## config.mk

```make
export PLATFORM = sky130hd
export DESIGN_NAME = ex_stage
export DESIGN_NICKNAME = d
export VERILOG_FILES = /design/src/verilog/ex_pkg.sv /design/src/verilog/ex_alu.sv /design/src/verilog/ex_mult.sv /design/src/verilog/ex_stage.sv
export VERILOG_INCLUDE_DIRS = /design/src /design/src/include
export SDC_FILE = /design/constraint.sdc
export NUM_CORES = 2
export LEC_CHECK = 0
export BUFFER_PORTS_ARGS = -buffer_cell sky130_fd_sc_hd__buf_2
export CAP_MARGIN = 20
export CELL_PAD_IN_SITES_DETAIL_PLACEMENT = 1
export CELL_PAD_IN_SITES_GLOBAL_PLACEMENT = 2
export CORE_MARGIN = 3
export CORE_UTILIZATION = 42
export CTS_BUF_LIST = sky130_fd_sc_hd__clkbuf_8
export DETAILED_ROUTE_END_ITERATION = 10
export MAX_ROUTING_LAYER = met4
export PLACE_DENSITY = 0.91
export SYNTH_ARGS = -nofsm -noshare
export SYNTH_HDL_FRONTEND = slang
export SYNTH_SLANG_ARGS = --single-unit
```

## constraint.sdc

```tcl
create_clock -name clk -period 35.2 [get_ports clk]
set_input_delay 7.04 -clock clk [delete_from_list [all_inputs] [get_ports clk]]
set_output_delay 7.04 -clock clk [all_outputs]
set_load 0.03 [all_outputs]
```

## src/include/ex_defines.svh

```systemverilog
/*
  Shared width and timing macros for the execute stage
  Data width, register address width, high-half multiply step count
*/

`ifndef EX_DEFINES_SVH
`define EX_DEFINES_SVH

////////////////////
// Datapath widths
////////////////////

// RV32 integer data width
`define EX_XLEN 32

// Register file address width, x0 to x31
`define EX_RF_ADDR_W 5

////////////////////
// Multiplier timing
////////////////////

// One 16x16 partial product per cycle, four halves combinations
`define EX_MULH_STEPS 4

`endif

```

## src/verilog/ex_pkg.sv

```systemverilog
/*
  Execute stage type package
  ALU opcode, multiplier opcode and multiplier FSM state enums
*/

`default_nettype none

package ex_pkg;

  ////////////////////
  // ALU opcodes
  ////////////////////

  // Arithmetic, logic, shifts, set-less-than, then the branch compares
  typedef enum logic [3:0]
  {
    ALU_ADD,
    ALU_SUB,
    ALU_XOR,
    ALU_OR,
    ALU_AND,
    ALU_SLL,
    ALU_SRL,
    ALU_SRA,
    ALU_SLT,
    ALU_SLTU,
    // Branch compares drive the comparison bit
    ALU_EQ,
    ALU_NE,
    ALU_LT,
    ALU_GE,
    ALU_LTU,
    ALU_GEU
  } alu_op_e;

  ////////////////////
  // Multiplier
  ////////////////////

  // MUL gives the low word, the others the high word
  typedef enum logic [1:0]
  {
    MUL,
    MULH,
    MULHSU,
    MULHU
  } mult_op_e;

  // Iterative high-half engine states
  typedef enum logic [1:0]
  {
    IDLE,
    STEP,
    DONE
  } mult_state_e;

endpackage

`default_nettype wire

```

## src/verilog/ex_alu.sv

```systemverilog
/*
  Combinational RV32 ALU
  Shared adder for add, sub and compares, single right shifter for all
  shifts, bitwise ops and the branch comparison bit
*/

`timescale 1ns/1ps
`default_nettype none

`include "ex_defines.svh"

module ex_alu
(
  input  logic                 enable_i,
  input  ex_pkg::alu_op_e      operator_i,
  input  logic [`EX_XLEN-1:0]  operand_a_i,
  input  logic [`EX_XLEN-1:0]  operand_b_i,
  output logic [`EX_XLEN-1:0]  result_o,
  output logic                 comparison_result_o
);

  // Adder path
  logic                            subtract;
  logic [`EX_XLEN-1:0]             adder_b;
  logic [`EX_XLEN:0]               adder_sum;
  logic                            is_equal;
  logic                            lt_signed;
  logic                            lt_unsigned;

  // Shifter path
  logic                            shift_left;
  logic                            shift_arith;
  logic [$clog2(`EX_XLEN)-1:0]     shift_amt;
  logic [`EX_XLEN-1:0]             shift_in;
  logic signed [`EX_XLEN:0]        shift_ext;
  logic signed [`EX_XLEN:0]        shift_res;
  logic [`EX_XLEN-1:0]             shift_right_out;
  logic [`EX_XLEN-1:0]             shift_left_out;

  ////////////////////
  // Adder
  ////////////////////

  // Everything but ADD goes through a + ~b + 1
  assign subtract  = (operator_i != ex_pkg::ALU_ADD);
  assign adder_b   = subtract ? ~operand_b_i : operand_b_i;
  assign adder_sum = {1'b0, operand_a_i} + {1'b0, adder_b}
                     + {{`EX_XLEN{1'b0}}, subtract};

  // Zero difference means equal
  assign is_equal    = (adder_sum[`EX_XLEN-1:0] == '0);
  // No carry out of a - b means a < b unsigned
  assign lt_unsigned = ~adder_sum[`EX_XLEN];
  // Differing signs decide directly, otherwise sign of the difference
  assign lt_signed   = (operand_a_i[`EX_XLEN-1] != operand_b_i[`EX_XLEN-1]) ?
                       operand_a_i[`EX_XLEN-1] : adder_sum[`EX_XLEN-1];

  ////////////////////
  // Shifter
  ////////////////////

  // Left shift is a right shift of the bit-reversed operand
  assign shift_left  = (operator_i == ex_pkg::ALU_SLL);
  assign shift_arith = (operator_i == ex_pkg::ALU_SRA);
  assign shift_amt   = operand_b_i[$clog2(`EX_XLEN)-1:0];

  always_comb
  begin
    for (int i = 0; i < `EX_XLEN; i++)
    begin
      shift_in[i] = shift_left ? operand_a_i[`EX_XLEN-1-i] : operand_a_i[i];
    end
  end

  // Extra top bit carries the sign only for SRA
  assign shift_ext       = {shift_arith & operand_a_i[`EX_XLEN-1], shift_in};
  assign shift_res       = shift_ext >>> shift_amt;
  assign shift_right_out = shift_res[`EX_XLEN-1:0];

  always_comb
  begin
    for (int i = 0; i < `EX_XLEN; i++)
    begin
      shift_left_out[i] = shift_right_out[`EX_XLEN-1-i];
    end
  end

  ////////////////////
  // Result select
  ////////////////////

  always_comb
  begin
    result_o            = '0;
    comparison_result_o = 1'b0;
    // Idle ALU keeps its outputs quiet
    if (enable_i)
    begin
      unique case (operator_i)
        ex_pkg::ALU_ADD,
        ex_pkg::ALU_SUB:  result_o = adder_sum[`EX_XLEN-1:0];
        ex_pkg::ALU_XOR:  result_o = operand_a_i ^ operand_b_i;
        ex_pkg::ALU_OR:   result_o = operand_a_i | operand_b_i;
        ex_pkg::ALU_AND:  result_o = operand_a_i & operand_b_i;
        ex_pkg::ALU_SLL:  result_o = shift_left_out;
        ex_pkg::ALU_SRL,
        ex_pkg::ALU_SRA:  result_o = shift_right_out;
        ex_pkg::ALU_SLT:  result_o = {{(`EX_XLEN-1){1'b0}}, lt_signed};
        ex_pkg::ALU_SLTU: result_o = {{(`EX_XLEN-1){1'b0}}, lt_unsigned};
        default:
        begin
          // Branch compares, result mirrors the comparison bit
          unique case (operator_i)
            ex_pkg::ALU_EQ:  comparison_result_o = is_equal;
            ex_pkg::ALU_NE:  comparison_result_o = ~is_equal;
            ex_pkg::ALU_LT:  comparison_result_o = lt_signed;
            ex_pkg::ALU_GE:  comparison_result_o = ~lt_signed;
            ex_pkg::ALU_LTU: comparison_result_o = lt_unsigned;
            default:         comparison_result_o = ~lt_unsigned;
          endcase
          result_o = {{(`EX_XLEN-1){1'b0}}, comparison_result_o};
        end
      endcase
    end
  end

endmodule

`default_nettype wire

```

## src/verilog/ex_mult.sv

```systemverilog
/*
  RV32 multiplier
  MUL low word straight from a single-cycle product
  MULH, MULHSU and MULHU through an FSM that adds one 16x16 partial
  product per cycle into a 64-bit accumulator
*/

`timescale 1ns/1ps
`default_nettype none

`include "ex_defines.svh"

module ex_mult
(
  input  logic                 clk,
  input  logic                 rst_n,
  input  logic                 enable_i,
  input  ex_pkg::mult_op_e     operator_i,
  input  logic [`EX_XLEN-1:0]  op_a_i,
  input  logic [`EX_XLEN-1:0]  op_b_i,
  input  logic                 ex_ready_i,
  output logic [`EX_XLEN-1:0]  result_o,
  output logic                 ready_o
);

  // FSM and step counter
  ex_pkg::mult_state_e         state_q;
  ex_pkg::mult_state_e         state_d;
  logic [1:0]                  step_cnt_q;
  logic                        last_step;
  logic                        high_req;

  // Operand copies and accumulator
  logic [`EX_XLEN-1:0]         op_a_q;
  logic [`EX_XLEN-1:0]         op_b_q;
  logic [2*`EX_XLEN-1:0]       acc_q;
  logic [2*`EX_XLEN-1:0]       acc_init;
  logic                        sign_a;
  logic                        sign_b;

  // Partial product datapath
  logic [`EX_XLEN/2-1:0]       part_a;
  logic [`EX_XLEN/2-1:0]       part_b;
  logic [`EX_XLEN-1:0]         part_prod;
  logic [2*`EX_XLEN-1:0]       part_shifted;
  logic [`EX_XLEN-1:0]         mul_low;

  ////////////////////
  // Operand setup
  ////////////////////

  assign high_req  = enable_i && (operator_i != ex_pkg::MUL);
  assign last_step = (step_cnt_q == 2'(`EX_MULH_STEPS - 1));

  // Which operands are taken as signed
  assign sign_a = op_a_i[`EX_XLEN-1] && (operator_i != ex_pkg::MULHU);
  assign sign_b = op_b_i[`EX_XLEN-1] && (operator_i == ex_pkg::MULH);

  // Sign extension to 64 bits folded into a start value
  // a_s * b_s = a_u * b_u - a31 * b_u << 32 - b31 * a_u << 32 (mod 2^64)
  always_comb
  begin
    acc_init = '0;
    if (sign_a)
    begin
      acc_init = acc_init - {op_b_i, {`EX_XLEN{1'b0}}};
    end
    if (sign_b)
    begin
      acc_init = acc_init - {op_a_i, {`EX_XLEN{1'b0}}};
    end
  end

  ////////////////////
  // Partial products
  ////////////////////

  // Counter bit 1 picks the half of a, bit 0 the half of b
  assign part_a    = step_cnt_q[1] ? op_a_q[`EX_XLEN-1:`EX_XLEN/2] : op_a_q[`EX_XLEN/2-1:0];
  assign part_b    = step_cnt_q[0] ? op_b_q[`EX_XLEN-1:`EX_XLEN/2] : op_b_q[`EX_XLEN/2-1:0];
  assign part_prod = part_a * part_b;

  always_comb
  begin
    unique case (step_cnt_q)
      2'd0:    part_shifted = {{`EX_XLEN{1'b0}}, part_prod};
      2'd3:    part_shifted = {part_prod, {`EX_XLEN{1'b0}}};
      // Cross terms land on the middle half word
      default: part_shifted = {{(`EX_XLEN/2){1'b0}}, part_prod, {(`EX_XLEN/2){1'b0}}};
    endcase
  end

  // Low word is the same for signed and unsigned
  assign mul_low = op_a_i * op_b_i;

  ////////////////////
  // FSM
  ////////////////////

  always_comb
  begin
    state_d = state_q;
    unique case (state_q)
      ex_pkg::IDLE: if (high_req) state_d = ex_pkg::STEP;
      ex_pkg::STEP: if (last_step) state_d = ex_pkg::DONE;
      // Stay until the stage takes the product
      ex_pkg::DONE: if (ex_ready_i) state_d = ex_pkg::IDLE;
      default:      state_d = ex_pkg::IDLE;
    endcase
  end

  always_ff @(posedge clk, negedge rst_n)
  begin
    if (!rst_n)
    begin
      state_q    <= ex_pkg::IDLE;
      step_cnt_q <= '0;
    end
    else
    begin
      state_q <= state_d;
      if (state_q == ex_pkg::STEP)
      begin
        step_cnt_q <= step_cnt_q + 2'd1;
      end
      else
      begin
        step_cnt_q <= '0;
      end
    end
  end

  // Operands latched on start, accumulator runs during STEP
  always_ff @(posedge clk)
  begin
    if ((state_q == ex_pkg::IDLE) && high_req)
    begin
      op_a_q <= op_a_i;
      op_b_q <= op_b_i;
      acc_q  <= acc_init;
    end
    else if (state_q == ex_pkg::STEP)
    begin
      acc_q <= acc_q + part_shifted;
    end
  end

  ////////////////////
  // Outputs
  ////////////////////

  always_comb
  begin
    unique case (state_q)
      ex_pkg::STEP: ready_o = 1'b0;
      ex_pkg::DONE: ready_o = 1'b1;
      // High-half op drops ready in its first cycle
      default:      ready_o = !high_req;
    endcase
  end

  always_comb
  begin
    if (state_q == ex_pkg::DONE)
    begin
      result_o = acc_q[2*`EX_XLEN-1:`EX_XLEN];
    end
    else if (enable_i && (operator_i == ex_pkg::MUL))
    begin
      result_o = mul_low;
    end
    else
    begin
      result_o = '0;
    end
  end

endmodule

`default_nettype wire

```

## src/verilog/ex_stage.sv

```systemverilog
/*
  Execute stage top level
  ALU and multiplier instances, write data select, forwarding and
  branch outputs, ready and valid strobes, EX/WB pipeline register
*/

`timescale 1ns/1ps
`default_nettype none

`include "ex_defines.svh"

module ex_stage
(
  input  logic                      clk,
  input  logic                      rst_n,

  // ID/EX fields
  input  logic                      alu_en_i,
  input  ex_pkg::alu_op_e           alu_operator_i,
  input  logic [`EX_XLEN-1:0]       alu_operand_a_i,
  input  logic [`EX_XLEN-1:0]       alu_operand_b_i,
  input  logic                      mult_en_i,
  input  ex_pkg::mult_op_e          mult_operator_i,
  input  logic [`EX_XLEN-1:0]       mult_operand_a_i,
  input  logic [`EX_XLEN-1:0]       mult_operand_b_i,
  input  logic                      csr_en_i,
  input  logic                      data_req_i,
  input  logic                      rf_we_i,
  input  logic [`EX_RF_ADDR_W-1:0]  rf_waddr_i,
  input  logic [`EX_XLEN-1:0]       operand_c_i,
  input  logic                      branch_in_ex_i,

  // CSR read data and stall inputs
  input  logic [`EX_XLEN-1:0]       csr_rdata_i,
  input  logic                      lsu_ready_ex_i,
  input  logic                      wb_ready_i,

  // Forwarding to decode
  output logic                      rf_we_ex_o,
  output logic [`EX_RF_ADDR_W-1:0]  rf_waddr_ex_o,
  output logic [`EX_XLEN-1:0]       rf_wdata_ex_o,

  // Branch outputs to fetch
  output logic                      branch_decision_o,
  output logic [`EX_XLEN-1:0]       jump_target_o,

  // Handshake
  output logic                      ex_ready_o,
  output logic                      ex_valid_o,

  // EX/WB register
  output logic                      wb_rf_we_o,
  output logic [`EX_RF_ADDR_W-1:0]  wb_rf_waddr_o,
  output logic [`EX_XLEN-1:0]       wb_rf_wdata_o,
  output logic                      wb_wdata_ex_en_o
);

  logic [`EX_XLEN-1:0]  alu_result;
  logic                 alu_cmp_result;
  logic [`EX_XLEN-1:0]  mult_result;
  logic                 mult_ready;
  logic                 instr_en;
  logic                 units_ready;

  ////////////////////
  // Units
  ////////////////////

  ex_alu i_ex_alu
  (
    .enable_i            (alu_en_i),
    .operator_i          (alu_operator_i),
    .operand_a_i         (alu_operand_a_i),
    .operand_b_i         (alu_operand_b_i),
    .result_o            (alu_result),
    .comparison_result_o (alu_cmp_result)
  );

  // Stage ready releases the multiplier from DONE
  ex_mult i_ex_mult
  (
    .clk        (clk),
    .rst_n      (rst_n),
    .enable_i   (mult_en_i),
    .operator_i (mult_operator_i),
    .op_a_i     (mult_operand_a_i),
    .op_b_i     (mult_operand_b_i),
    .ex_ready_i (ex_ready_o),
    .result_o   (mult_result),
    .ready_o    (mult_ready)
  );

  ////////////////////
  // Write data and forwarding
  ////////////////////

  // Enables are one-hot, nothing enabled gives zero
  always_comb
  begin
    if (csr_en_i)
    begin
      rf_wdata_ex_o = csr_rdata_i;
    end
    else if (mult_en_i)
    begin
      rf_wdata_ex_o = mult_result;
    end
    else if (alu_en_i)
    begin
      rf_wdata_ex_o = alu_result;
    end
    else
    begin
      rf_wdata_ex_o = '0;
    end
  end

  assign rf_we_ex_o        = rf_we_i;
  assign rf_waddr_ex_o     = rf_waddr_i;
  assign branch_decision_o = alu_cmp_result;
  assign jump_target_o     = operand_c_i;

  ////////////////////
  // Handshake
  ////////////////////

  assign instr_en    = alu_en_i || mult_en_i || csr_en_i || data_req_i;
  assign units_ready = mult_ready && lsu_ready_ex_i && wb_ready_i;

  // Branches resolve here, so they never wait on write-back
  assign ex_ready_o = units_ready || branch_in_ex_i;
  assign ex_valid_o = instr_en && units_ready;

  ////////////////////
  // EX/WB register
  ////////////////////

  always_ff @(posedge clk, negedge rst_n)
  begin
    if (!rst_n)
    begin
      wb_rf_we_o       <= 1'b0;
      wb_rf_waddr_o    <= '0;
      wb_rf_wdata_o    <= '0;
      wb_wdata_ex_en_o <= 1'b0;
    end
    else if (ex_valid_o)
    begin
      wb_rf_we_o <= rf_we_i;
      if (rf_we_i)
      begin
        wb_rf_waddr_o <= rf_waddr_i;
        // Load data arrives in WB, old data is left in place
        if (!data_req_i)
        begin
          wb_rf_wdata_o    <= rf_wdata_ex_o;
          wb_wdata_ex_en_o <= 1'b1;
        end
        else
        begin
          wb_wdata_ex_en_o <= 1'b0;
        end
      end
    end
    else if (wb_ready_i)
    begin
      // Bubble into WB
      wb_rf_we_o <= 1'b0;
    end
  end

endmodule

`default_nettype wire
```

Word-level counts from Yosys, hierarchy flattened

Index checks and enable logic that the tools add are counted.

Register bits: 171
Input bits: 213
Logic and storage cells: 137

Add/subtract/negate cells: 6
Multiply operators: 2
Equality and inequality tests: 23
Shifts and indexed selects: 1
Muxes and demuxes: 59
Bitwise gates (word level): 9
Reductions and logical operators: 28

Operators with widths:

| kind                                              | number |
|---|---|
| 2-to-1 mux 64 bit                                 | 4 |
| case mux 32 bit (8 select lines)                  | 1 |
| 2-to-1 mux 32 bit                                 | 6 |
| case mux 64 bit (2 select lines)                  | 1 |
| adder 64 bit                                      | 1 |
| subtractor 1 x 64 -> 64 bit, first input constant | 1 |
| subtractor 64 bit                                 | 1 |
| 2-to-1 mux 1 bit                                  | 38 |
| adder 32 x 32 -> 33 bit                           | 1 |
| adder 33 x 1 -> 33 bit                            | 1 |
| >>> shifter 33 x 5 -> 32 bit                      | 1 |
| AND 32 bit                                        | 1 |
| logical NOT 32 bit                                | 1 |
| multiplier 16 x 16 -> 32 bit                      | 1 |
| multiplier 32 x 32 -> 32 bit                      | 1 |
| 2-to-1 mux 16 bit                                 | 2 |
| NOT 32 bit                                        | 1 |
| OR 32 bit                                         | 1 |
| bitwise XOR 32 bit                                | 1 |
| == test 4 bit, second input constant              | 7 |
| == test 4 x 3 -> 1 bit, second input constant     | 4 |
| OR reduction 10 bit                               | 1 |
| == test 4 x 2 -> 1 bit, second input constant     | 2 |
| logical AND 1 bit                                 | 8 |
| 22 further kinds                                  | 41 |

Longest topological paths before layout

Depth after elaboration: 11
Depth in mapped cells: 43
Mapped depth without buffers: 40

Modules after synthesis

Synthesis repeated with hierarchy kept, for this count alone.

Cell total of the unflattened synthesis: 5458
Area, all modules: 45538.7 um2

By module, submodules not included:

| module   | times used | cells an instance | area an instance (um2) | seq. area each (um2) |
|---|---|---|---|---|
| ex_mult  | 1          | 4178              | 35674.2                | 3943.8 |
| ex_alu   | 1          | 1007              | 7150.6                 | 0.0 |
| ex_stage | 1          | 273               | 2713.9                 | 975.9 |

Least setup slack after synthesis

Ideal clock, no wire load.

Path kind: input port to output port
From: in mult_operand_b_i[2]
To: out rf_wdata_ex_o[28]
Arrival time: 14.617 ns
Data required time: 28.160 ns
Path slack: 13.543 ns
Cell stages on the path: 29
Buffers on the path: 4
Cell sequence: clkbuf_1 -> clkbuf_1 -> clkbuf_1 -> nand2_1 -> fa_1 -> inv_1 -> fa_1 -> inv_1 -> fa_1 -> inv_1 -> fa_1 -> inv_1 -> fa_1 -> inv_1 -> fa_1 -> fa_1 -> fa_1 -> ha_1 -> clkbuf_1 -> and4_1 -> and2_1 -> and3_1 -> and3_1 -> a41oi_1 -> a21boi_0 -> o21a_1 -> o21ai_0 -> a31oi_1 -> a2bb2oi_1

Word-level cells in the longest chain between the ends: 5

RTL lines:

| element                      | RTL line        | source |
|---|---|---|
| start, declared              | ex_stage.sv:25  | `` input logic [`EX_XLEN-1:0] mult_operand_b_i, `` |
| multiplier 32 x 32 -> 32 bit | ex_mult.sv:94   | `assign mul_low = op_a_i * op_b_i;` |
| 2-to-1 mux 32 bit            | ex_mult.sv:168  | `else if (enable_i && (operator_i == ex_pkg::MUL))` |
| 2-to-1 mux 32 bit            | ex_mult.sv:164  | `if (state_q == ex_pkg::DONE)` |
| 2-to-1 mux 32 bit            | ex_stage.sv:104 | `else if (mult_en_i)` |
| 2-to-1 mux 32 bit            | ex_stage.sv:100 | `if (csr_en_i)` |
| end, declared                | ex_stage.sv:41  | `` output logic [`EX_XLEN-1:0] rf_wdata_ex_o, `` |

No other way between the ends.

Worst setup path in the final report

From: in mult_operand_b_i[4]
To: out rf_wdata_ex_o[23]

Same word-level chain as after synthesis.

==> metrics.md <==
| Metric | Value |
|---|---|
| Via/cell ratio | 5.84 |
| Yosys warns | 0 |
| Number of cells on the worst reg-to-reg path | 37 |
| FFs w/ async S/R, synth | 25.1% |
| Status | finished clean |
| Post-synth EDFFs | 128 |
| Die X | 332 µm |
| Worst r2r dst | i_ex_mult.acc_q[63] |
| Main synth FF type | edfxtp_1 |
| CTS tree | built |
| Crit path largest cell delay | 0.63 ns |
| Top cells by area, synth | fa_1, ha_1, edfxtp_1 |
| Hold endpoint | wb_wdata_ex_en_o |
| Layout cell share with drive strength beyond 1 | 9.40% |
| Max-slew violations | 0 |
| Post-CTS resize count | 0 |
| Family with the most delay on the worst path | adder cells |
| CP startpoint kind | primary input |
| Max-cap violations | 0 |
| Worst setup path startpoint | mult_operand_b_i[4] |
| Full die area | 0.110 mm² |
| Total global routing overflow | 0 |
| Sequential-to-total area share from yosys stat | 11.0% |
| Most frequent cell after synthesis | inv_1 |
| Post-DRT Antenna Nets | 0 |
| R2R Path Start | i_ex_mult.step_cnt_q[1] |
| FF+latch count, synth | 171 |
| I/O pin count | 325 |
| Data arrival, critical path | 15.46 ns |
| Final nets | 6586 |
| Nature of the critical path endpoint | primary output |
| Hold Crit Depth | 2 |
| Largest net degree at the start of global routing | 61 |
| Hold_sp | wb_wdata_ex_en_o |
| Clock sink count | 171 |
| HP Class | reg -> reg |
| Clk buf depth | 2 |
| Postcts setup bufs | 0 |
| Final Critical Period | 22.50 ns |
| Worst Skew | 0.0354 ns |
| Vias in the first global route | 41700 |
| Initial antenna violation count | 12 |
| RSZ-0062 raised after global routing | false |
| Worst slew margin | 27.8% |
| Final setup viols | 0 |
| Area Growth Syn to Fin | 6.09% |
| Slowest CP cell | a41oi_1 |
| Starting Density | 42.7% |
| Detail Placement HPWL | 134000 µm |
| H-tree Lvls | 4 |
| GR Util All Layers | 31.0% |
| Final wirelength | 168000 µm |
| Critical path class | in -> out |
| Critical path required time | 28.16 ns |
| Total CTS buffers | 17 |
| Clock Latency Late Sink | 0.58 ns |
| Initial DRC count | 3080 |
| DRC | 0 |
| CTS clk-pin slew, worst paths | 0.11 ns |
| Routed WL per cell | 24.9 µm |
| Avg Inst Size Synth | 8.41 µm² |
| Area of the core | 0.104 mm² |
| Port bufs | 260 |
| Worst path buffer plus inverter count | 9 |
| Cells after synthesis | 5302 |
| Synth area leader | fa_1 |
| WP depth | 28 |
| First-pass GRT wire length | 256000 µm |
| F_max | 44.4 MHz |
| Core Util, Final | 45.3% |
| CTS root buffer | clkbuf_8 |
| Crit Path Max Fanout | 34 |
| Worst reg-to-reg setup slack | 23.27 ns |
| Commonest cells in the netlist | inv_1, nand2_1, fa_1 |
| Yosys cell types | 83 |
| Setup TNS | 0 ns |
| DR pass1 iterations | 5 |
| Routed via count | 39400 |
| Worst Tran Pin Value | 1.08 ns |
| Final Hold Viols | 0 |
| Post-Syn Nets | 6542 |
| Final critical-path share of the clock period | 63.9% |
| Die Height | 332 µm |
| Share of the synthesized area in the top cell type | 27.2% |
| Cell row count | 118 |
| GPL Wtd Cong | 0.979 |
| Post-CTS Hold Buffers | 0 |
| Netlist Area Pre-Place | 0.0446 mm² |
[worst max-delay path by stage]
stage                              endpoint
after detailed placement  rf_wdata_ex_o[26]
after global routing      rf_wdata_ex_o[23]
after floorplan           rf_wdata_ex_o[28]
final                     rf_wdata_ex_o[23]
after global placement    rf_wdata_ex_o[26]
after CTS                 rf_wdata_ex_o[26]
[routing by layer]
metal,vias up,GRT usage (%),wire (µm)
li1,17400,-,-
met1,20300,41.5,73700
met2,1461,48.7,77100
met3,315,4.80,11900
met4,0,8.78,5280
met5,-,-,0
[cell families after synthesis]
kind of cell,share of synthesized area [%]
AO/OA/AOI/OAI,13.4
XOR/XNOR,4.98
adder cells (fa/ha/maj),39.0
buffers and inverters,10.3
flip-flops,11.0
multiplexers,5.57
AND/OR/NAND/NOR,15.7
[cell usage in the layout, fill, tap and decap left out, types with 78 or more instances in the layout]
cell type,netlist,layout
ha_1,422,422
fa_1,605,605
and2_1,132,132
xor2_1,82,82
xnor2_1,169,169
inv_1,880,880
a21oi_1,219,219
edfxtp_1,128,128
nor2_1,360,359
a21o_1,81,81
buf_2,7,260
nand2_1,778,777
o21ai_0,188,188
mux2i_1,78,78
[registers in the layout, indices dropped and copies added (netlist names)]
| name | cells |
|---|---|
| i_ex_mult.acc_q | 64 |
| i_ex_mult.op_a_q | 32 |
| i_ex_mult.op_b_q | 32 |
| i_ex_mult.state_q | 2 |
| i_ex_mult.step_cnt_q | 2 |
| wb_rf_waddr_o | 5 |
| wb_rf_wdata_o | 32 |
| wb_rf_we_o | 1 |
| wb_wdata_ex_en_o | 1 |
[final cells by class]
class	instances	area (µm²)
fill	12600	57100
timing repair buffer	319	1740
antenna	12	30.0
clock buffer	17	234
tap	1380	1730
sequential	171	4920
clock inverter	15	189
multi-input combinational	3951	35100
inverter	886	3330
[worst reg2reg max path: cells and delay by family (launching register included)]
| kind | cells | cell delay, ns |
|---|---|---|
| and+or+nand+nor | 4 | 0.64 |
| AOI/OAI and AO/OA | 16 | 4.47 |
| muxes | 2 | 1.16 |
| xor gates and xnor gates | 2 | 0.69 |
| adders and majority gates | 8 | 3.69 |
| DFF | 1 | 0.34 |
| buffers and inverters | 5 | 0.66 |
[stage by stage]
stage          std cells  instance area, µm²  hold slack (ns)  setup WS [ns]
4_1_cts             6738               47200            0.489          12.68
2_1_floorplan       5302               44600            0.489          13.54
3_5_place_dp        6706               46800            0.461          12.69
3_3_place_gp        6706               46800            0.454          12.89
6_report            6751               47300            0.486          12.70
5_1_grt             6751               47300            0.524          12.26
Power is left out: the tool's default activity adds up to more than one toggle a clock period on the data nets, which glitch-free logic cannot reach.
